===== src/msdapPkg.sv =====
package msdapPkg;

	//////////////////////////////////////////////////
	// Word and accumulator widths
	//////////////////////////////////////////////////

	// Serial input word, shared by Rj, coefficient and sample loads
	localparam int wordWidth = 16;

	// Accumulator and serial result width
	localparam int accWidth = 40;

	//////////////////////////////////////////////////
	// Memory depths and address widths
	//////////////////////////////////////////////////

	// Number of segments, one Rj word each
	localparam int rjCount = 16;
	localparam int rjAddrWidth = 4;

	// Coefficient list shared by all segments
	localparam int coefCount = 512;
	localparam int coefAddrWidth = 9;

	// Sample history, deep enough for the largest tap delay
	localparam int historyDepth = 256;
	localparam int historyAddrWidth = 8;

	//////////////////////////////////////////////////
	// Coefficient word layout
	//////////////////////////////////////////////////

	// Low bits hold the tap delay
	localparam int delayWidth = 8;

	// Set means the tap is subtracted
	localparam int signBit = 8;

	//////////////////////////////////////////////////
	// State encodings
	//////////////////////////////////////////////////

	// Load phases of the input side
	typedef enum logic [1:0]
	{
		phaseIdle,
		phaseRj,
		phaseCoef,
		phaseRun
	} loadPhase;

	// Filter sequencer, one pass per sample
	typedef enum logic [2:0]
	{
		seqIdle,
		seqReadRj,
		seqTap,
		seqShift,
		seqDone
	} seqState;

endpackage


===== src/resultSerializer.sv =====
`timescale 1ns/1ps

module resultSerializer
(
	input logic sClk,
	input logic reset,
	input logic yValid,
	input logic [msdapPkg::accWidth-1:0] yL,
	input logic [msdapPkg::accWidth-1:0] yR,
	output logic outReady,
	output logic outputL,
	output logic outputR
);

	import msdapPkg::*;

	logic [accWidth-1:0] shiftL;
	logic [accWidth-1:0] shiftR;
	logic [accWidth-1:0] holdL;
	logic [accWidth-1:0] holdR;
	logic holdValid;
	logic [5:0] bitCount;
	logic lastBit;
	logic freeSlot;
	logic takeHold;
	logic takeNew;

	// Shifter can accept a word now or right after the current last bit
	assign lastBit = outReady && (bitCount == 6'(accWidth - 1));
	assign freeSlot = !outReady || lastBit;
	assign takeHold = freeSlot && holdValid;
	assign takeNew = freeSlot && !holdValid && yValid;

	//////////////////////////////////////////////////
	// Control
	//////////////////////////////////////////////////

	always_ff @(posedge sClk or negedge reset)
	begin
		if (!reset)
		begin
			outReady <= 1'b0;
			bitCount <= '0;
			holdValid <= 1'b0;
		end
		else
		begin
			if (takeHold || takeNew)
			begin
				outReady <= 1'b1;
				bitCount <= '0;
			end
			else if (freeSlot)
				outReady <= 1'b0;
			else
				bitCount <= bitCount + 1'b1;
			// Hold fills when the new result cannot go straight in
			holdValid <= (holdValid && !takeHold) || (yValid && !takeNew);
		end
	end

	//////////////////////////////////////////////////
	// Shift and hold registers
	//////////////////////////////////////////////////

	always_ff @(posedge sClk)
	begin
		if (takeHold)
		begin
			shiftL <= holdL;
			shiftR <= holdR;
		end
		else if (takeNew)
		begin
			shiftL <= yL;
			shiftR <= yR;
		end
		else
		begin
			shiftL <= shiftL >> 1;
			shiftR <= shiftR >> 1;
		end
		if (yValid && !takeNew)
		begin
			holdL <= yL;
			holdR <= yR;
		end
	end

	// LSB first, low while idle
	assign outputL = outReady && shiftL[0];
	assign outputR = outReady && shiftR[0];

	// Only one result may wait behind the word on the lines
	assert property (@(posedge sClk) disable iff (!reset)
		yValid && holdValid |-> freeSlot);

endmodule


===== config.mk =====
export PLATFORM = sky130hd
export DESIGN_NAME = resultSerializer
export DESIGN_NICKNAME = d
export VERILOG_FILES = /design/src/msdapPkg.sv /design/src/resultSerializer.sv
export SDC_FILE = /design/constraint.sdc
export NUM_CORES = 1
export LEC_CHECK = 0
export ABC_CLOCK_PERIOD_IN_PS = 6900
export BUFFER_PORTS_ARGS = -buffer_cell sky130_fd_sc_hd__buf_2
export CAP_MARGIN = 20
export CORE_ASPECT_RATIO = 0.5
export CORE_MARGIN = 10
export CORE_UTILIZATION = 50
export CTS_CLUSTER_DIAMETER = 150
export DETAILED_ROUTE_END_ITERATION = 8
export GPL_ROUTABILITY_DRIVEN = 0
export GPL_TIMING_DRIVEN = 0
export PLACE_DENSITY = 0.71
export REMOVE_ABC_BUFFERS = 1
export SYNTH_ARGS = -nofsm -noshare
export SYNTH_HDL_FRONTEND = slang
export SYNTH_SLANG_ARGS = --single-unit

===== constraint.sdc =====
create_clock -name sClk -period 6.9 [get_ports sClk]
set_clock_uncertainty 0.05 [all_clocks]
set_input_delay 0.345 -clock sClk [delete_from_list [all_inputs] [get_ports sClk]]
set_output_delay 0.345 -clock sClk [all_outputs]
set_load 0.01 [all_outputs]

==> impl_metrics.csv, run 1 <==
group,metric,value,unit
routing,totalWireLength,14740,µm
cells_and_area,finalInstanceArea,7690,µm²
synthesis,synth_common_cells,"nand3_1, nand2_1, dfxtp_1, edfxtp_1, a32oi_1",
synthesis,synth_flop_cell,"edfxtp_1",
sta,timing.final.hold_violations,0,
cells_and_area,antenna_cells,0,
power_and_ir_drop,p_int,1.615,mW
power_and_ir_drop,p_seq_share,54.4,%
routing,post_drt_via_cell_ratio,5.852,
synthesis,ys.warnings.count,0,
power_and_ir_drop,power.total,2.077,mW
worst_setup_path,cp_data_arrival_time,2.86,ns
routing,ant_nets,0,
sta,fin_crit,2.847,ns
synthesis,avgSynthCellArea,11.25,µm²
worst_setup_path,critical_path.max_fanout,60,
clock_tree,insertion_delay,0.41,ns
clock_tree,clkTransAtPathRegs,0.07,ns
cells_and_area,multi_input_area,2037,µm²
power_and_ir_drop,total_leakage_power,2.995,nW
die,io_pins,86,
power_and_ir_drop,power.net_switching,0.4617,mW
die,die_h,100.6,µm
synthesis,synth_seq_cells,168,
power_and_ir_drop,cellPowerDensity,270.0,nW/µm²
power_and_ir_drop,p_sw_share,22.23,%
routing,vias,4828,
worst_setup_path,required,6.92,ns
worst_setup_path,worstSetupPathType,"flop to flop",
sta,min_period_over_period,41.26,%
synthesis,synth_most_common_cell,"nand3_1",
die,die_area,18210,µm²
worst_setup_path,worstSetupStartpointType,"flop",
power_and_ir_drop,vdd_drop_max,0.0001437,V
sta,hold_slack,0.06703,ns
sta,timing.slew.headroom,36.11,%
die,rows,29,
clock_tree,cts_tree,"built",
cells_and_area,drive_above_1_share,21.53,%
synthesis,netlist.area_leader.share,37.02,%
synthesis,synthTopCellsByArea,"edfxtp_1, dfxtp_1, nand3_1, a32oi_1, nand2_1",
synthesis,synth_top_area_cell,"edfxtp_1",
cells_and_area,final_cell_count_no_fill,825,
die,die_x,181.1,µm
global_routing,antenna_found_initial,0,
synthesis,synth_seq_area_share,64.79,%
global_routing,grt_usage,15.91,%
global_routing,grt_pass1_wl,24130,µm
cells_and_area,final_nets,726,
global_routing,grt_overflow,0,
sta,tightest_slew,0.9583,ns
place,dp.cells,792,
clock_tree,cts-root-buf,"clkbuf_16",
clock_tree,clkSinkCount,168,
sta,fin_tns_setup,0,ns
cells_and_area,fin_util,60.73,%
synthesis,synth_cells,577,
die,core,12660,µm²
place,dp_hpwl,8871,µm
worst_setup_path,endpoint_kind,"flop",
routing,drt_iter0_markers,443,
global_routing,grt_max_degree,61,
routing,wl_per_cell,17.86,µm
cells_and_area,regArea,4208,µm²
sta,setup_viol,0,
routing,drc,0,
sta,drv_slew,0,
synthesis,syn-cell-area,6489,µm²
clock_tree,numCtsBuffers,17,
synthesis,async_reset_ff_share,4.762,%
power_and_ir_drop,combinationalPowerShare,3.6,%
sta,fmax,351.3,MHz
place,dpl_cell_area,7139,µm²
cells_and_area,area_delta_synth_final,18.51,%
hold_path,holdCritPathClass,"primary input to flop",
place,place_ws,4.092,ns
run_status,run_status,"complete, no violations",
power_and_ir_drop,clkPwrFrac,42.0,%
global_routing,first_global_vias,4755,
synthesis,synthDistinctLibCells,30,
synthesis,synth_edf_count,80,
sta,worst_slack,4.053,ns
clock_tree,htree_num_levels,4,
cells_and_area,n_fill_cell,1028,
die,initial_core_util,51.24,%
routing,drt_first_pass_iters,5,
place,port_buffers,85,
sta,rsz0062_at_grt,"false",
clock_tree,clock_path_buffers,2,
flow_run,drv_cap,0,
-- state kept, by name, summed over array words and instances, names as in the netlist --
| register | flops |
|---|---|
| holdR | 40 |
| outReady | 1 |
| holdValid | 1 |
| holdL | 40 |
| shiftR | 40 |
| shiftL | 40 |
| bitCount | 6 |
-- final timing paths --
| check | startpoint | end | slack [ns] | cells past startpoint |
|---|---|---|---|---|
| setup reg to reg | bitCount[0]$_DFFE_PN0P_ | holdL[36]$_DFFE_PP_ | 4.05 | 5 |
| min in group asynchronous | reset | bitCount[0]$_DFFE_PN0P_ | 0.27 | 2 |
| hold / removal | yL[11] | holdL[11]$_DFFE_PP_ | 0.07 | 1 |
| hold reg to reg | shiftL[4]$_DFF_P_ | shiftL[3]$_DFF_P_ | 0.40 | 2 |
| max in group asynchronous | reset | holdValid$_DFF_PN0_ | 6.33 | 2 |
| setup / recovery | bitCount[0]$_DFFE_PN0P_ | holdL[36]$_DFFE_PP_ | 4.05 | 5 |
-- layout by cell type, fill, tap and decap left out, drive strengths merged --
| cell type | count |
|---|---|
| a21oi | 3 |
| a31oi | 1 |
| a32oi | 78 |
| and2 | 2 |
| buf | 99 |
| clkbuf | 20 |
| clkinv | 2 |
| clkinvlp | 6 |
| dfrtp | 8 |
| dfxtp | 80 |
| dlygate4sd3 | 1 |
| edfxtp | 80 |
| ha | 1 |
| inv | 5 |
| maj3 | 1 |
| nand2 | 85 |
| nand2b | 2 |
| nand3 | 165 |
| nor2 | 5 |
| nor2b | 1 |
| o211ai | 1 |
| o21a | 1 |
| o21ai | 2 |
| o31a | 1 |
| o31ai | 1 |
| or2 | 1 |
| or3 | 2 |
| xor2 | 1 |
-- layer usage --
metal	share of wire [%]	global-route usage (%)
met5	0	0
met4	0.59	4.475
met3	3.6	3.584
met2	48	25.04
met1	48	21.68
-- power groups by stage --
stage	logic [mW]	clock network, mW	registers [mW]
after floorplan	0.0306	0	1.15
after global placement	0.0691	0	1.15
after detailed placement	0.0748	0	1.15
after CTS	0.0756	0.888	1.13
after global routing	0.0860	0.931	1.14
final	0.0748	0.871	1.13
-- area by class of cell --
cell class | instances | share of cell area [%]
tap | 170 | 2.766
clock inverter | 12 | 1.220
clock buffer | 20 | 5.809
multi-input combinational | 354 | 26.49
timing repair buffer | 100 | 8.949
inverter | 1 | 0.04881
sequential | 168 | 54.72
-- critical path, stage by stage (launching register included) --
cell     delay [ns]
dfrtp_1        0.41
ha_1           0.25
nand2_2        0.11
o31a_2         0.79
o21a_4         0.45
buf_16         0.33
-- what timing repair did --
| item | 4_1_cts | 5_1_grt |
|---|---|---|
| gates resized for setup | 0 | 0 |
| setup endpoints to repair | 0 | 0 |
| hold endpoints to repair | 8 | 0 |
| hold buffers | 1 | 0 |
| buffers inserted | 0 | 0 |
-- cell families after synthesis --
group | share of synthesized area (%)
simple gates | 18.82
xor+xnor | 0.1350
flops | 64.79
fa+ha+maj | 0.3663
buf+inv | 4.184
compound gates | 11.70
(Power assumes the default switching activity.)
==> inputs of run 2 (changes only) <==
--- a/config.mk
+++ b/config.mk
@@ -5,7 +5,8 @@
 export SDC_FILE = /design/constraint.sdc
 export NUM_CORES = 1
 export LEC_CHECK = 0
-export ABC_CLOCK_PERIOD_IN_PS = 6900
+export ABC_AREA = 1
+export ABC_CLOCK_PERIOD_IN_PS = 2600
 export BUFFER_PORTS_ARGS = -buffer_cell sky130_fd_sc_hd__buf_2
 export CAP_MARGIN = 20
 export CORE_ASPECT_RATIO = 0.5
@@ -15,7 +16,7 @@
 export DETAILED_ROUTE_END_ITERATION = 8
 export GPL_ROUTABILITY_DRIVEN = 0
 export GPL_TIMING_DRIVEN = 0
-export PLACE_DENSITY = 0.71
+export PLACE_DENSITY = 0.73
 export REMOVE_ABC_BUFFERS = 1
 export SYNTH_ARGS = -nofsm -noshare
 export SYNTH_HDL_FRONTEND = slang
==> constraint.sdc (replaced) <==
create_clock -name sClk -period 2.6 [get_ports sClk]
set_clock_uncertainty 0.05 [all_clocks]
set_input_delay 0.13 -clock sClk [delete_from_list [all_inputs] [get_ports sClk]]
set_output_delay 0.13 -clock sClk [all_outputs]
set_load 0.01 [all_outputs]
==> impl_metrics.csv, run 2 <==
group,metric,value,unit
synthesis,synth_flop_cell,"edfxtp_1",
die,die_area,19540,µm²
sta,min_period_over_period,94.89,%
die,io_pins,86,
cells_and_area,final_cell_mix,"nand2_1, inv_1, buf_2, nand3_1, dlygate4sd3_1",
sta,drv_slew,0,
cells_and_area,multi_input_area,1987,µm²
routing,drt_first_pass_iters,5,
power_and_ir_drop,power.total,5.783,mW
die,core,13660,µm²
cells_and_area,n_fill_cell,1117,
clock_tree,numCtsBuffers,17,
worst_setup_path,cp_data_arrival_time,2.52,ns
power_and_ir_drop,cellPowerDensity,635.0,nW/µm²
routing,totalWireLength,17100,µm
clock_tree,cts-root-buf,"clkbuf_16",
worst_setup_path,crit_start,"bitCount[0]$_DFFE_PN0P_",
synthesis,synth_seq_cells,168,
synthesis,synthTopCellsByArea,"edfxtp_1, dfxtp_1, nand2_1, inv_1, nand4_1",
worst_setup_path,timing.rr.end,"holdL[1]$_DFFE_PP_",
synthesis,synthDistinctLibCells,21,
synthesis,avgSynthCellArea,8.631,µm²
sta,timing.final.hold_violations,0,
sta,setup_viol,0,
sta,fin_tns_setup,0,ns
cells_and_area,final_cell_count_no_fill,1167,
synthesis,synth_most_common_cell,"nand2_1",
worst_setup_path,cpMaxStageDelayCell,"dfrtp_1",
die,initial_core_util,51.61,%
cells_and_area,final_nets,1045,
die,die_h,104.0,µm
routing,drc,0,
synthesis,synth_common_cells,"nand2_1, inv_1, nand3_1",
worst_setup_path,cpMostUsedCell,"nand2_4",
die,rows,30,
place,dp_hpwl,8472,µm
sta,tightest_slew,0.9782,ns
synthesis,syn-cell-area,7052,µm²
synthesis,synth_top_area_cell,"edfxtp_1",
worst_setup_path,r2r_slack,0.13,ns
clock_tree,htree_num_levels,4,
die,die_x,188.0,µm
cells_and_area,layout_commonest_cell,"nand2_1",
synthesis,synth_seq_area_share,59.62,%
cells_and_area,area_delta_synth_final,29.13,%
synthesis,synth_edf_count,80,
worst_setup_path,endpoint_kind,"flop",
cells_and_area,drive_above_1_share,13.96,%
clock_tree,clkTransAtPathRegs,0.07,ns
power_and_ir_drop,vdd_drop_max,0.0004555,V
global_routing,antenna_found_initial,1,
flow_run,drv_cap,0,
worst_setup_path,max_stage_delay,0.43,ns
clock_tree,clkSinkCount,168,
sta,worst_slack,0.1329,ns
place,port_buffers,85,
sta,timing.slew.headroom,34.78,%
place,dp.cells,1048,
routing,post_drt_via_cell_ratio,4.876,
worst_setup_path,worstSetupStartpointType,"flop",
sta,fin_crit,2.467,ns
sta,fmax,405.3,MHz
worst_setup_path,path_cells,"ha_1 > nand2_2 > inv_2 > nand3_1 > nand2_4 > buf_16 > nand2_1 > nand2_4 > bufinv_16 > bufbuf_16",
routing,ant_nets,0,
clock_tree,cts_tree,"built",
synthesis,netlist.area_leader.share,34.07,%
global_routing,grt_usage,17.45,%
routing,wl_per_cell,14.65,µm
clock_tree,clock_path_buffers,2,
global_routing,grt_pass1_wl,28360,µm
cells_and_area,regArea,4204,µm²
synthesis,ys.warnings.count,0,
hold_path,holdCritPathClass,"primary input to asynchronous set/reset pin",
clock_tree,insertion_delay,0.41,ns
synthesis,synth_cells,817,
worst_setup_path,regToRegStartpoint,"bitCount[0]$_DFFE_PN0P_",
global_routing,first_global_vias,5840,
worst_setup_path,worstSetupPathType,"flop to flop",
worst_setup_path,ff2ff_path_depth,10,
routing,drt_iter0_markers,516,
place,place_ws,-0.1475,ns
synthesis,async_reset_ff_share,4.762,%
routing,vias,5690,
power_and_ir_drop,total_leakage_power,4.523,nW
run_status,run_status,"complete, no violations",
worst_setup_path,critical_path.max_fanout,35,
global_routing,grt_max_degree,82,
global_routing,grt_overflow,0,
worst_setup_path,required,2.66,ns
## run 2: changes by cell type in the layout (fill, tap and decap cells not counted), sizes merged, moves of 5 or more
cell / previous run / this run
nand2: 85 / 256
inv: 5 / 170
nand3: 165 / 82
dlygate4sd3: 1 / 81
nand4: 0 / 79
a32oi: 78 / 0
buf: 99 / 91
o21ai: 2 / 7
## run 2: worst max path at each step
stage	slack [ns]	cells past startpoint	to
global route	-0.0005	10	holdL[1]$_DFFE_PP_
CTS	0.10	10	holdL[3]$_DFFE_PP_
finish	0.13	10	holdL[1]$_DFFE_PP_
detailed placement	-0.15	10	holdR[39]$_DFFE_PP_
floorplan	-1.21	8	holdL[0]$_DFFE_PP_
global placement	-3.14	9	shiftL[5]$_DFF_P_
## run 2: cells by family after synthesis
kind of cell	count (synthesis)	synth area share, %
AND/OR/NAND/NOR	423	27.02
buffers and inverters	217	12.56
flip-flops	168	59.62
AO/OA/AOI/OAI	7	0.4968
XOR/XNOR	1	0.1242
adder cells (fa/ha/maj)	1	0.1774
## run 2: worst max-delay path, delay by kind of cell (launching register included)
family	cells	cell delay, ns
buffers and inverters	4	0.83
adders and majority gates	1	0.24
and+or+nand+nor	5	0.60
DFF	1	0.43
## run 2: layout make-up
cell class	instances	area share [%]
multi-input cells	432	21.82
repair inverters	1	0.09618
diodes	1	0.02748
repair buffers	174	15.61
flip-flops and latches	168	46.17
well taps	192	2.638
clock inverters	14	1.649
inverters	167	7.282
clock buffers	18	4.713
## run 2: where the power goes
group	internal (mW)	switching, mW	total [mW]
clock	1.42	1.06	2.49
combinational	0.187	0.175	0.362
sequential	2.90	0.0308	2.93
total	4.51	1.27	5.78
## run 2: timing repair
item,CTS,global route
setup buffers,2,0
endpoints found under the hold margin,96,0
hold buffers,81,0
cloned,3,0
resized for setup,6,2
setup endpoints to repair,137,31
pin swaps,1,0
## run 2: stage by stage
stage	area [µm²]	hold slack, ns	util (%)
global placement	7458	-0.06637	54.59
detailed placement	7589	-0.06428	55.54
finish	9106	0.03871	66.65
floorplan	6793	-0.2156	-
CTS	9096	0.03148	66.58
global route	9106	0.05471	66.65
## run 2: metal layers
layer	routed length [µm]	up-vias	track usage, %	part of all wire [%]
met3	758	18	3.916	4.4
met1	7606	2642	20.93	44
met2	8493	142	30.02	50
met5	0	-	0	0
met4	238	0	6.470	1.4
li1	-	2888	-	-
