File: src/msdapPkg.sv
package msdapPkg;

	//////////////////////////////////////////////////
	// Word and accumulator widths
	//////////////////////////////////////////////////

	// Serial input word, shared by Rj, coefficient and sample loads
	localparam int wordWidth = 16;

	// Accumulator and serial result width
	localparam int accWidth = 40;

	//////////////////////////////////////////////////
	// Memory depths and address widths
	//////////////////////////////////////////////////

	// Number of segments, one Rj word each
	localparam int rjCount = 16;
	localparam int rjAddrWidth = 4;

	// Coefficient list shared by all segments
	localparam int coefCount = 512;
	localparam int coefAddrWidth = 9;

	// Sample history, deep enough for the largest tap delay
	localparam int historyDepth = 256;
	localparam int historyAddrWidth = 8;

	//////////////////////////////////////////////////
	// Coefficient word layout
	//////////////////////////////////////////////////

	// Low bits hold the tap delay
	localparam int delayWidth = 8;

	// Set means the tap is subtracted
	localparam int signBit = 8;

	//////////////////////////////////////////////////
	// State encodings
	//////////////////////////////////////////////////

	// Load phases of the input side
	typedef enum logic [1:0]
	{
		phaseIdle,
		phaseRj,
		phaseCoef,
		phaseRun
	} loadPhase;

	// Filter sequencer, one pass per sample
	typedef enum logic [2:0]
	{
		seqIdle,
		seqReadRj,
		seqTap,
		seqShift,
		seqDone
	} seqState;

endpackage

File: src/frameDecoder.sv
`timescale 1ns/1ps

module frameDecoder
(
	input logic sClk,
	input logic reset,
	input logic start,
	input logic frame,
	input logic inputL,
	input logic inputR,
	output logic inReady,
	output logic [msdapPkg::wordWidth-1:0] wordL,
	output logic [msdapPkg::wordWidth-1:0] wordR,
	output logic [msdapPkg::coefAddrWidth-1:0] writeAddr,
	output logic rjWrite,
	output logic coefWrite,
	output logic sampleWrite,
	output logic clearHistory
);

	import msdapPkg::*;

	loadPhase phase;
	logic receiving;
	logic [3:0] bitCount;
	logic acceptFrame;
	logic wordDone;
	logic [wordWidth-1:0] shiftL;
	logic [wordWidth-1:0] shiftR;
	logic [coefAddrWidth-1:0] wordCount;

	//////////////////////////////////////////////////
	// Bit assembly
	//////////////////////////////////////////////////

	// Frames before the first start carry nothing useful
	assign acceptFrame = frame && (phase != phaseIdle) && !start;

	// Bit 15 is on the line while the counter reads 15
	assign wordDone = receiving && (bitCount == 4'd15);

	always_ff @(posedge sClk or negedge reset)
	begin
		if (!reset)
		begin
			receiving <= 1'b0;
			bitCount <= 4'd0;
		end
		else if (start)
		begin
			receiving <= 1'b0;
			bitCount <= 4'd0;
		end
		else if (acceptFrame)
		begin
			receiving <= 1'b1;
			bitCount <= 4'd1;
		end
		else if (receiving)
		begin
			bitCount <= bitCount + 4'd1;
			if (bitCount == 4'd15)
				receiving <= 1'b0;
		end
	end

	// LSB arrives first, so shift in from the top
	always_ff @(posedge sClk)
	begin
		if (acceptFrame || receiving)
		begin
			shiftL <= {inputL, shiftL[wordWidth-1:1]};
			shiftR <= {inputR, shiftR[wordWidth-1:1]};
		end
	end

	assign wordL = shiftL;
	assign wordR = shiftR;

	//////////////////////////////////////////////////
	// Write strobes
	//////////////////////////////////////////////////

	always_ff @(posedge sClk or negedge reset)
	begin
		if (!reset)
		begin
			rjWrite <= 1'b0;
			coefWrite <= 1'b0;
			sampleWrite <= 1'b0;
		end
		else
		begin
			rjWrite <= wordDone && !start && (phase == phaseRj);
			coefWrite <= wordDone && !start && (phase == phaseCoef);
			sampleWrite <= wordDone && !start && (phase == phaseRun);
		end
	end

	// Address of the word being written, stepped once its strobe is seen
	assign writeAddr = wordCount;

	//////////////////////////////////////////////////
	// Load phase control
	//////////////////////////////////////////////////

	always_ff @(posedge sClk or negedge reset)
	begin
		if (!reset)
		begin
			phase <= phaseIdle;
			wordCount <= '0;
			inReady <= 1'b0;
		end
		else if (start)
		begin
			phase <= phaseRj;
			wordCount <= '0;
			inReady <= 1'b1;
		end
		else
		begin
			case (phase)
				phaseRj:
				begin
					if (rjWrite && wordCount == coefAddrWidth'(rjCount - 1))
					begin
						phase <= phaseCoef;
						wordCount <= '0;
					end
					else if (rjWrite)
						wordCount <= wordCount + 1'b1;
				end
				phaseCoef:
				begin
					if (coefWrite && wordCount == coefAddrWidth'(coefCount - 1))
					begin
						phase <= phaseRun;
						wordCount <= '0;
					end
					else if (coefWrite)
						wordCount <= wordCount + 1'b1;
				end
				phaseRun:
				begin
					// History address wraps within 256 entries
					if (sampleWrite)
						wordCount <= {{(coefAddrWidth - historyAddrWidth){1'b0}},
							wordCount[historyAddrWidth-1:0] + 1'b1};
				end
				default:
					wordCount <= '0;
			endcase
		end
	end

	// Start also restarts the execute side
	assign clearHistory = start;

	// A new frame may only begin once all 16 bits of the last word are in
	assert property (@(posedge sClk) disable iff (!reset) receiving |-> !frame);

endmodule

File: config.mk
export PLATFORM = sky130hd
export DESIGN_NAME = frameDecoder
export DESIGN_NICKNAME = d
export VERILOG_FILES = /design/src/msdapPkg.sv /design/src/frameDecoder.sv
export SDC_FILE = /design/constraint.sdc
export NUM_CORES = 1
export LEC_CHECK = 0
export ABC_AREA = 1
export BUFFER_PORTS_ARGS = -buffer_cell sky130_fd_sc_hd__buf_2
export CORE_MARGIN = 4
export CORE_UTILIZATION = 35
export DETAILED_ROUTE_END_ITERATION = 16
export PLACE_DENSITY_LB_ADDON = 0.12
export SYNTH_ARGS = -nofsm -noshare
export SYNTH_HDL_FRONTEND = slang
export SYNTH_SLANG_ARGS = --single-unit
File: constraint.sdc
create_clock -name sClk -period 3.7 [get_ports sClk]
set_input_delay 0.185 -clock sClk [delete_from_list [all_inputs] [get_ports sClk]]
set_output_delay 0.185 -clock sClk [all_outputs]
set_load 0.005 [all_outputs]
==> results of run 1 <==
-- placed cells by master, fill, tap and decap left out, types with 2 or more instances in the layout --
cell and instances:
sky130_fd_sc_hd__clkbuf_8 5, sky130_fd_sc_hd__a21oi_1 5, sky130_fd_sc_hd__nor2_1 14, sky130_fd_sc_hd__o21ai_1 3
sky130_fd_sc_hd__nand3_1 10, sky130_fd_sc_hd__nand2_2 2, sky130_fd_sc_hd__ha_1 3, sky130_fd_sc_hd__dfrtp_1 20
sky130_fd_sc_hd__a21oi_2 6, sky130_fd_sc_hd__xor2_1 3, sky130_fd_sc_hd__o21ai_0 2, sky130_fd_sc_hd__edfxtp_1 32
sky130_fd_sc_hd__buf_2 51, sky130_fd_sc_hd__inv_1 14, sky130_fd_sc_hd__nand2_1 36, sky130_fd_sc_hd__nand3b_1 2
sky130_fd_sc_hd__a21oi_4 3, sky130_fd_sc_hd__nor3_1 3, sky130_fd_sc_hd__inv_2 5
-- cell type report --
type,count,area share [%]
inverter,20,2.91
clock buffer,6,2.81
tap,75,3.64
sequential,52,56.6
timing repair buffer,53,10.6
clock inverter,2,1.50
multi-input combinational,100,21.9
-- power groups by stage --
stage                     Sequential, mW  Clock, mW  Combinational [mW]
after floorplan                    0.821          0               0.233
after global placement             0.816          0               0.361
after detailed placement           0.819          0               0.357
after CTS                          0.807      0.408               0.358
after global routing               0.821      0.437               0.400
final                              0.805      0.392               0.351
-- registers in the layout (all words and copies together) (netlist names), 2 cells and up --
| register | cells |
|---|---|
| wordL | 16 |
| writeAddr | 9 |
| wordR | 16 |
| bitCount | 4 |
| phase | 2 |
-- worst paths after layout --
kind,slack (ns),from,cells past startpoint,endpoint
setup / recovery,1.65,writeAddr[0],11,phase[0]
hold / removal,0.05,inputR,1,wordR[15]
setup reg to reg,1.65,writeAddr[0],11,phase[0]
hold reg to reg,0.45,wordR[9],0,wordR[8]
max in group asynchronous,3.02,reset,2,bitCount[2]
min in group asynchronous,0.36,reset,2,coefWrite
-- per-layer routing --
| metal | GRT usage (%) | part of all wire [%] |
|---|---|---|
| met5 | 0 | 0 |
| met4 | 3.45 | 1.4 |
| met2 | 17.3 | 44 |
| met3 | 3.94 | 6.6 |
| met1 | 15.5 | 48 |
-- logic make-up (layout without fill, tap and decap cells) --
kind of cell	count (synthesis)	after routing	share of synthesized area, %
buffers and inverters	22	81	4.82
DFF	52	52	68.6
xor gates and xnor gates	3	3	1.23
and+or+nand+nor	73	73	15.7
AOI/OAI and AO/OA	21	21	7.81
adders and majority gates	3	3	1.76
-- repair_timing --
| action | CTS | global route |
|---|---|---|
| hold buffers | 1 | 0 |
| gates resized for setup | 0 | 0 |
| endpoints found under the hold margin | 20 | 0 |
-- stage by stage --
stage          power, mW  utilization (%)  area [um^2]  setup slack, ns  instances
3_3_place_gp        1.18             41.5         2460             1.72        299
6_report            1.55             43.6         2580             1.65        308
2_1_floorplan       1.05                -         2130             1.76        174
3_5_place_dp        1.18             41.5         2460             1.66        299
5_1_grt             1.66             43.6         2580             1.36        308
4_1_cts             1.57             43.6         2580             1.64        308
==> impl.org, run 1 <==
** Clock tree
- Worst-path clk slew :: around 0.09 ns
- In this run the post-CTS setup repair buffer count came out at 0.
- Clock tree from TritonCTS :: yes
- Worst-Skew Late Latency :: about 0.30 ns
- The root buffer cell chosen for the clock tree is sky130_fd_sc_hd__clkbuf_8.
- Buffer depth of the longest clock path :: 2
- CTS saw between 50 and 60 sinks.
- The H-tree generated during clock tree synthesis spans 2 levels.
- The number of clock buffers added by TritonCTS is 5.

** Worst setup path
- Along the worst path, the maximum fanout reaches 7.
- Among all stages on the critical path, the largest delay is contributed by sky130_fd_sc_hd__dfrtp_1.
- Walking the worst path, the cells encountered are ha_1, nand3_1, nor2_1, inv_1, nor3_1, ha_1, nand2_1, o21ai_0, nand2_2, a21oi_1, nand2_1.
- The largest single stage delay on the critical path is between 0.4 and 0.5 ns.
- Startpoint class of the critical path :: register
- Worst path bufs/invs :: 1
- CP required :: 3.89 ns
- Type of destination of the critical path :: register
- Worst path arrival time :: between 2 and 2.5 ns
- Worst setup path class :: register to register
- The cell family contributing the most delay on the critical path is simple AND/OR/NAND/NOR gates.

** Pwr
- Switching portion of total power :: a little under a third
- Sequential group share of total power :: 52.0%
- For this design the total switching power over the nets is between 400 and 500 uW.
- Of the total power, combinational logic draws 22.7%.
- Across the VDD grid, the largest voltage drop is approximately 0.00023 V.
- The clock network burns 25.3% of the power.
- PD cells :: about 600 nW/um^2
- Leak pwr :: roughly 1.1 nW
- The internal power of the cells totals 1.07 mW.

** Synthesis
- Synthesized area per cell :: around 12 um^2
- In the synthesized netlist the async set-or-reset flop fraction comes to approximately 38%.
- For this run, the leading register cell type out of synthesis is sky130_fd_sc_hd__edfxtp_1.
- Of the post-synthesis cell area, the dominant cell type holds between 40% and 50%.
- Top cells by instance count after synthesis :: 36 x sky130_fd_sc_hd__nand2_1, 32 x sky130_fd_sc_hd__edfxtp_1, 20 x sky130_fd_sc_hd__dfrtp_1
- Counting distinct cell types in the post-synthesis netlist gives 28.
- Seq/Total Area, Yosys :: about two thirds
- Area leader, netlist :: sky130_fd_sc_hd__edfxtp_1
- The number of nets handed over by synthesis was 183.
- Biggest area contributors in the synthesized netlist :: sky130_fd_sc_hd__edfxtp_1 45%, sky130_fd_sc_hd__dfrtp_1 24%, sky130_fd_sc_hd__nand2_1 6.3%
- Synthesized flop and latch total :: 52
- Count of synthesis-stage warnings from yosys :: 0
- Number of enable-type register cells in the synthesized netlist :: 32
- After synthesis the cells add up to 2130 um^2.
- Mapped Cells :: ~170
- By instance count, the leading cell after synthesis is sky130_fd_sc_hd__nand2_1.

** Floorplanning
- Die Wd :: around 86 um
- Top-level I/O count :: 52
- Floorplan row count :: 28
- For this configuration, the core starts out at a cell density of between 30% and 40%.
- Die outline height :: approximately 86 um
- Core area :: 5920 um^2
- Die area :: 7400 um^2

** Finish
- Total area of sequential cells :: between 1000 and 1500 um^2
- The multi-input combinational cells in the finished layout cover a total of 566 um^2.
- Antenna Cells :: 0
- Filler cell count in the final layout :: about 580
- Nets@finish :: roughly 240
- Area delta synth->final :: 21.2%
- Share of layout cells above drive strength 1 :: 34.8%

** Global routing
- The number of global-route vias before repair was roughly 1.3k.
- The initial antenna violation count was 0.
- The total overflow left after global routing is 0.
- Tot GR Track Use :: 11.4%
- First-pass GRT wire length :: approximately 6.7 mm
- Pin count of the biggest net entering global routing :: 33

** Timing
- Achievable Freq :: just under 500 MHz
- The worst path uses a little under three fifths of the clock period.
- Setup repair after global routing left no endpoint under its margin.
- In this run the tightest slew margin relative to its limit is about 69%.
- Clock skew :: a little over 0.003 ns
- Final setup violating endpoints :: 0
- Hold is met by approximately 0.051 ns.
- After routing, the total negative slack on setup checks comes to 0 ns.
- For the pin with the worst max-slew slack, the measured transition is ~0.46 ns.
- The final-report hold violation count is 0.
- The max-slew violation total from the final report came to 0.
- Final critical path time including I/O delays and setup :: ~2.1 ns

** Routing
- For this block, the routed nets add up to between 3 and 4 mm of wire.
- Pre-Repair DR Iteration Count :: 4
- In this run, the number of DRC markers left after iteration 0 of detailed routing was 75.
- In the routed design, unresolved DRC markers number 0.
- In the routed layout, each cell is associated on average with a via count of 4.45.
- Detailed routing inserted a total of 1371 vias.
- Average wire per cell in the routed design :: between 10 and 15 um
- The detail route stage leaves a number of antenna-violating nets equal to 0.

** Placement
- After legalization and detailed placement, the total HPWL measured ~2.9 mm.
- Count of input and output buffers :: between 50 and 60
- Final Wtd Congestion :: between 0.7 and 0.8

** Worst hold path
- The worst hold path belongs to the class primary input to register.

** Run
- Total of max-cap violations :: 0

** Status
- Run status :: finished clean
Power figures use the tool's default switching activity.
==> run 2, diff against run 1 <==
==> constraint.sdc (replaced) <==
create_clock -name sClk -period 2 [get_ports sClk]
set_input_delay 0.1 -clock sClk [delete_from_list [all_inputs] [get_ports sClk]]
set_output_delay 0.1 -clock sClk [all_outputs]
set_load 0.005 [all_outputs]
==> impl.org, run 2 (synthesized netlist as in run 1, its figures left out) <==
** Status
- Run status: finished clean (unchanged).

** Finish
- The fraction of the core area covered by cells at the end of the flow came to 44.7% (was 43.6%).
- Share of layout cells above drive strength 1 :: 37.8% (was 34.8%)
- The fill cell total of the finished layout was 560 (was 581).
- The layout overhead on the synthesized area was 24.4% (was 21.2%).
- Final instance area :: 2650 um^2 (was 2580 um^2)
- The number of nets in the finished design is 249 (was 241).
- The leading cell type in the layout, fill and taps excluded is sky130_fd_sc_hd__buf_2 (unchanged).
- Leading cell types in the layout, fill and taps excluded: 51 x sky130_fd_sc_hd__buf_2, 36 x sky130_fd_sc_hd__nand2_1, 32 x sky130_fd_sc_hd__edfxtp_1 (unchanged).
- The antenna cell count came to 0 (unchanged).

** Worst setup path
- The count of cell instances traversed by the critical path came to 11 (unchanged).
- CP required :: 2.20 ns (was 3.89 ns)
- Cells traversed along the worst timing path :: ha_2, nand3_1, nor2_2, inv_1, nor3_2, ha_1, nand2_1, o21ai_1, nand2_2, a21oi_1, nand2_1 (was ha_1, nand3_1, nor2_1, inv_1, nor3_1, ha_1, nand2_1, o21ai_0, nand2_2, a21oi_1, nand2_1)
- Critical Path Most Common Cell :: sky130_fd_sc_hd__nand2_1
- The sum of buffers and inverters on the critical path is 1 (unchanged).
- Worst setup path class :: register to register (unchanged)
- Peak fanout along the critical path :: 7 (unchanged)
- The cell with the largest stage delay on the worst path is sky130_fd_sc_hd__dfrtp_1 (unchanged).
- Startpoint class of the critical path :: register (unchanged)
- Reg2reg path depth :: 11 (unchanged)
- The delay of the slowest cell on the worst path came to 0.38 ns (was 0.41 ns).
- Dominant delay contributor by cell family on the critical path :: simple AND/OR/NAND/NOR gates (unchanged)
- The arrival time reported for the critical path endpoint was 2.09 ns (was 2.25 ns).
- The endpoint kind of the worst setup timing path is a register (unchanged).

** Timing
- Hold Vio Cnt, Final :: 0 (unchanged)
- Clock skew :: 0.0110 ns (was 0.00311 ns)
- Share of the cycle needed by the critical path after routing :: 94.6% (was 55.5%)
- The relative slew slack was 67.9% (was 69.4%).
- The max-slew violation total from the final report was 0 (unchanged).
- The worst hold-check slack is 0.0564 ns (was 0.0512 ns).
- Achievable Freq :: 529 MHz (was 487 MHz)
- The final period demand of the worst path is 1.89 ns (was 2.05 ns).
- Final setup violating endpoints :: 0 (unchanged)
- Worst Max-Slew Pin Slew :: 0.481 ns (was 0.459 ns)
- Post-route worst setup slack :: 0.108 ns (was 1.65 ns)
- The total negative setup slack is 0 ns (unchanged).

** Clock tree
- Worst-path clk slew :: 0.09 ns (about the same)
- Buffer depth of the longest clock path :: 2 (unchanged)
- The number of CTS-inserted buffers was 5 (unchanged).
- H-tree depth :: 2 (unchanged)
- The clock tree from TritonCTS is yes (unchanged).
- The sink count of the clock tree is 52 (unchanged).
- Worst-Skew Late Latency :: 0.31 ns (was 0.30 ns)
- Clk root buf :: sky130_fd_sc_hd__clkbuf_8 (unchanged)

** Routing
- The number of design rule violations left after detail routing is 0 (unchanged).
- The number of design-rule violations left by the first detailed-router iteration is 61 (was 75).
- The wire length per cell is 13.1 um (was 12.6 um).
- Pre-Repair DR Iteration Count :: 4 (unchanged)
- Post-detailed-route via-to-cell ratio :: 4.49 (was 4.45)
- Post-route antenna net violation count :: 0 (unchanged)
- Routed via count :: 1418 (was 1371)
- DRT Wirelength :: 4.12 mm (was 3.87 mm)

** Floorplanning
- Floorplan row count :: 28 (unchanged)
- The initial core utilization is 36.0% (unchanged).
- The core area was 5920 um^2 (unchanged).
- Die outline height :: 86 um (unchanged)
- The area of the die was 7400 um^2 (unchanged).
- The top-level I/O count is 52 (unchanged).
- Die Wd :: 86 um (unchanged)

** Global routing
- The total grt overflow is 0 (unchanged).
- Tot GR Track Use :: 11.7% (was 11.4%)
- First-pass GRT wire length :: 6.82 mm (was 6.67 mm)
- The initial antenna violation count was 0 (unchanged).
- Number of global-route vias before repair :: 1400 (was 1337)
- Pin count of the biggest net entering global routing :: 33 (unchanged)

** Placement
- The weighted congestion at the end of routability-driven global placement is 0.814 (was 0.774).
- The placed standard-cell area was 2500 um^2 (was 2460 um^2).
- Setup slack at placement :: 0.0606 ns (was 1.66 ns)
- Half-perimeter wire length of the detailed placement result :: 2.89 mm (was 2.87 mm)
- Count of input and output buffers :: 51 (unchanged)

** Pwr
- PD cells :: 1060 nW/um^2 (was 600 nW/um^2)
- The leakage power figure was 1.17 nW (was 1.14 nW).
- Peak VDD IR :: 0.000487 V (was 0.000231 V)

** Worst hold path
- The type of the tightest min-delay check was primary input to register (unchanged).
- The hold-critical path depth is 2 (was 1).

** Run
- The count of max-cap constraint violations was 0 (unchanged).
[run 2: changes by cell type in the layout (fill, tap and decap cells not counted), sizes merged]
| cell | previous run | this run |
|---|---|---|
| buf | 52 | 58 |
| bufinv | 1 | 0 |
| dlygate4sd3 | 1 | 3 |
| inv | 20 | 21 |
[run 2: worst paths after layout]
path                              start           end  slack [ns]
min in group asynchronous         reset   sampleWrite        0.28
max reg2reg                writeAddr[1]      phase[0]        0.11
max in group asynchronous         reset  writeAddr[2]        1.39
min reg2reg                   wordL[13]     wordL[12]        0.45
max                        writeAddr[1]      phase[0]        0.11
min                               start      phase[1]        0.06
[run 2: layer usage]
layer	track usage, %	share of wire, %
met5	0	0
met2	17.8	44
met3	4.13	6.1
met1	15.9	49
met4	3.02	1.0
[run 2: through the flow]
step           cells  power [mW]
2_1_floorplan    174        1.95
3_3_place_gp     303        2.21
3_5_place_dp     303        2.21
4_1_cts          314        2.84
5_1_grt          316        3.01
6_report         316        2.82
[run 2: power breakdown]
part / internal, mW / leakage (nW) / switching (mW)
clock: 0.257 / 0.0462 / 0.368
sequential: 1.37 / 0.571 / 0.112
combinational: 0.258 / 0.552 / 0.449
[run 2: worst reg2reg max path: stages (launching register included)]
cell	delay [ns]
sky130_fd_sc_hd__dfrtp_1	0.38
sky130_fd_sc_hd__ha_2	0.19
sky130_fd_sc_hd__nand3_1	0.13
sky130_fd_sc_hd__nor2_2	0.17
sky130_fd_sc_hd__inv_1	0.08
sky130_fd_sc_hd__nor3_2	0.11
sky130_fd_sc_hd__ha_1	0.16
sky130_fd_sc_hd__nand2_1	0.06
sky130_fd_sc_hd__o21ai_1	0.15
sky130_fd_sc_hd__nand2_2	0.14
sky130_fd_sc_hd__a21oi_1	0.15
sky130_fd_sc_hd__nand2_1	0.06
[run 2: what timing repair did]
action                                  in CTS  in global routing
resized for setup                            0                  5
hold buffers                                 3                  0
endpoints found under the hold margin       22                  0
endpoints found under the setup margin       0                 10
buffers inserted                             0                  2
[run 2: area by class of cell]
type | instances | area, um^2 | area share [%]
Timing Repair Buffer | 61 | 350 | 13.2
Tap cell | 75 | 93.8 | 3.54
Multi-Input combinational cell | 100 | 578 | 21.8
Clock buffer | 6 | 72.6 | 2.74
Sequential cell | 52 | 1460 | 55.2
Clock inverter | 2 | 17.5 | 0.661
Inverter | 20 | 75.1 | 2.83
==> run 3, diff against run 2 <==
--- a/config.mk
+++ b/config.mk
@@ -11,6 +11,7 @@
 export CORE_UTILIZATION = 35
 export DETAILED_ROUTE_END_ITERATION = 16
 export PLACE_DENSITY_LB_ADDON = 0.12
+export RECOVER_POWER = 100
 export SYNTH_ARGS = -nofsm -noshare
 export SYNTH_HDL_FRONTEND = slang
 export SYNTH_SLANG_ARGS = --single-unit
==> impl.org, run 3 (synthesized netlist as in run 1, its figures left out) <==
** Timing
- The actual transition at the worst max-transition pin was 1.17 ns (was 0.481 ns).
- Clock skew :: 0.0112 ns (was 0.0110 ns)
- The upper clock frequency limit was 531 MHz (was 529 MHz).
- The post-route clock period utilization is 94.1% (was 94.6%).
- Hold Vio Cnt, Final :: 0 (unchanged)
- Final setup violating endpoints :: 0 (unchanged)
- Max-Slew Margin vs Limit :: 22.3% (was 67.9%)
- Pins over their slew limit :: 0 (unchanged)
- The final period demand of the worst path is 1.88 ns (was 1.89 ns).
- The worst hold-check slack is 0.0849 ns (was 0.0564 ns).
- Post-route worst setup slack :: 0.117 ns (was 0.108 ns)

** Floorplanning
- Die outline height :: 86 um (unchanged)
- Die area :: 7400 um^2 (unchanged)
- The initial core utilization was 36.0% (unchanged).
- The top-level I/O count was 52 (unchanged).
- The width of the chip was 86 um (unchanged).
- Core area :: 5920 um^2 (unchanged)
- The number of cell rows was 28 (unchanged).

** Worst setup path
- The peak fanout along the critical path came to 7 (unchanged).
- Worst setup path class :: register to register (unchanged)
- The delay of the slowest cell on the worst path is 0.38 ns (about the same).
- Reg-to-reg critical path endpoint :: phase[0] (unchanged)
- Dominant delay contributor by cell family on the critical path :: simple AND/OR/NAND/NOR gates (unchanged)
- The slack of the worst reg-to-reg path is 0.12 ns (was 0.11 ns).
- The data required time of the worst path came to 2.20 ns (about the same).
- The sum of buffers and inverters on the critical path came to 1 (unchanged).
- The endpoint kind of the worst setup timing path is a register (unchanged).
- The sort of element at the start of the critical path was a register (unchanged).
- Reg2reg path depth :: 11 (unchanged)
- Cells traversed along the worst timing path :: ha_1, nand3_1, nor2_2, inv_1, nor3_2, ha_1, nand2_1, o21ai_1, nand2_2, a21oi_1, nand2_1 (was ha_2, nand3_1, nor2_2, inv_1, nor3_2, ha_1, nand2_1, o21ai_1, nand2_2, a21oi_1, nand2_1)
- The startpoint of the worst register-to-register path was writeAddr[1] (unchanged).
- Critical path's slowest cell :: sky130_fd_sc_hd__dfrtp_1 (unchanged)
- The arrival time reported for the critical path endpoint came to 2.08 ns (was 2.09 ns).

** Worst hold path
- End of the worst hold path :: bitCount[0] (was phase[1])
- Class of the most critical hold timing path :: primary input to register (unchanged)
- The start point of the worst min-delay path is frame (was start).
- Hold Crit Depth :: 3 (was 2)

** Routing
- The routed via count was 1416 (was 1418).
- The routed wire length came to 4.13 mm (was 4.12 mm).
- Post-route antenna net violation count :: 0 (unchanged)
- First DRT Iteration DRCs :: 73 (was 61)
- The mean number of vias per cell is 4.48 (was 4.49).
- Pre-Repair DR Iteration Count :: 4 (unchanged)
- The number of design rule violations left after detail routing was 0 (unchanged).
- Average wire per cell in the routed design :: 13.1 um (about the same)

** Clock tree
- The clock tree from TritonCTS is yes (unchanged).
- The clock transition at the registers of the reported paths came to 0.09 ns (about the same).
- H-tree depth :: 2 (unchanged)
- The sink count of the clock tree is 52 (unchanged).
- The clock latency on the worst-skew pair is 0.31 ns (about the same).
- The number of CTS-inserted buffers came to 5 (unchanged).
- The maximum root-to-sink buffer count is 2 (unchanged).
- Clk root buf :: sky130_fd_sc_hd__clkbuf_8 (unchanged)

** Pwr
- The areal power density over the cells was 1070 nW/um^2 (was 1060 nW/um^2).
- Leak pwr :: 1.11 nW (was 1.17 nW)
- Peak VDD IR :: 0.000484 V (was 0.000487 V)

** Finish
- Leading cell types in the layout, fill and taps excluded: 36 x sky130_fd_sc_hd__nand2_1, 32 x sky130_fd_sc_hd__buf_2, 32 x sky130_fd_sc_hd__edfxtp_1 (was 51 x sky130_fd_sc_hd__buf_2, 36 x sky130_fd_sc_hd__nand2_1, 32 x sky130_fd_sc_hd__edfxtp_1).
- The fraction of final layout cells sized beyond drive strength 1 was 27.4% (was 37.8%).
- The number of nets in the finished design was 249 (unchanged).
- Most common library cell in the layout ignoring fill and taps :: sky130_fd_sc_hd__nand2_1 (was sky130_fd_sc_hd__buf_2)
- Post-Layout Cell Count :: 316 (unchanged)
- The fraction of the core area covered by cells at the end of the flow is 43.8% (was 44.7%).
- The final design instance area without fill came to 2590 um^2 (was 2650 um^2).
- Antenna Cells :: 0 (unchanged)
- Area delta synth->final :: 21.8% (was 24.4%)

** Global routing
- The total grt overflow is 0 (unchanged).
- The aggregate global-route resource usage came to 11.7% (unchanged).
- Pin count of the biggest net entering global routing :: 33 (unchanged)
- The number of global-route vias before repair came to 1400 (unchanged).
- The initial antenna violation count came to 0 (unchanged).
- First-pass GRT wire length :: 6.82 mm (unchanged)

** Placement
- Count of input and output buffers :: 51 (unchanged)
- The placed standard-cell area came to 2500 um^2 (unchanged).
- Final Wtd Congestion :: 0.814 (unchanged)
- The HPWL after detailed placement came to 2.89 mm (unchanged).
- The worst slack after detailed placement was 0.0606 ns (unchanged).
- The placed cell count was 303 (unchanged).

** Status
- Run status: finished clean (unchanged).

** Run
- Total of max-cap violations :: 0 (unchanged)
[run 3: cell types whose count changed in the layout (fill, tap and decap cells not counted), sizes merged]
| cell | previous run | this run |
|---|---|---|
| clkbuf | 6 | 29 |
| buf | 58 | 35 |
[run 3: final cells by class]
type | count | area (um^2)
fillers | 577 | 3330
clock buffers | 6 | 72.6
flip-flops and latches | 52 | 1460
multi-input cells | 100 | 557
well taps | 75 | 93.8
inverters | 20 | 75.1
repair buffers | 61 | 317
clock inverters | 2 | 17.5
[run 3: power breakdown]
group,total [mW],switching [mW],internal (mW)
clock network,0.626,0.368,0.257
logic,0.660,0.432,0.228
registers,1.48,0.112,1.37
[run 3: timing repair]
action,in CTS,in global routing
gates resized for setup,0,5
hold buffers,3,0
endpoints found under the hold margin,22,0
buffers inserted,0,2
setup endpoints to repair,0,10
[run 3: worst max-delay path by stage]
stage | start | endpoint | slack (ns) | cells past startpoint
2_1_floorplan | phase[0] | wordL[0] | 0.06 | 4
3_3_place_gp | writeAddr[1] | phase[0] | 0.15 | 11
3_5_place_dp | writeAddr[1] | phase[0] | 0.06 | 11
4_1_cts | writeAddr[1] | phase[0] | 0.04 | 11
5_1_grt | writeAddr[1] | phase[0] | -0.01 | 11
6_report | writeAddr[1] | phase[0] | 0.12 | 11
[run 3: worst register-to-register path: stages (launching register included)]
cell and delay, ns:
sky130_fd_sc_hd__dfrtp_1 0.38, sky130_fd_sc_hd__ha_1 0.18, sky130_fd_sc_hd__nand3_1 0.14, sky130_fd_sc_hd__nor2_2 0.17
sky130_fd_sc_hd__inv_1 0.08, sky130_fd_sc_hd__nor3_2 0.11, sky130_fd_sc_hd__ha_1 0.16, sky130_fd_sc_hd__nand2_1 0.06
sky130_fd_sc_hd__o21ai_1 0.15, sky130_fd_sc_hd__nand2_2 0.14, sky130_fd_sc_hd__a21oi_1 0.15, sky130_fd_sc_hd__nand2_1 0.06
[run 3: metal layers]
| metal | wire length (um) | global-route usage (%) |
|---|---|---|
| met3 | 266 | 4.13 |
| met4 | 42 | 3.02 |
| met5 | 0 | 0 |
| met1 | 1990 | 15.9 |
| met2 | 1830 | 17.8 |
[run 3: metrics by stage]
stage	power, mW	TNS (ns)
final	2.77	0
after global routing	2.96	-0.0189
after CTS	2.84	0
after detailed placement	2.21	0
after global placement	2.21	0
after floorplan	1.95	0
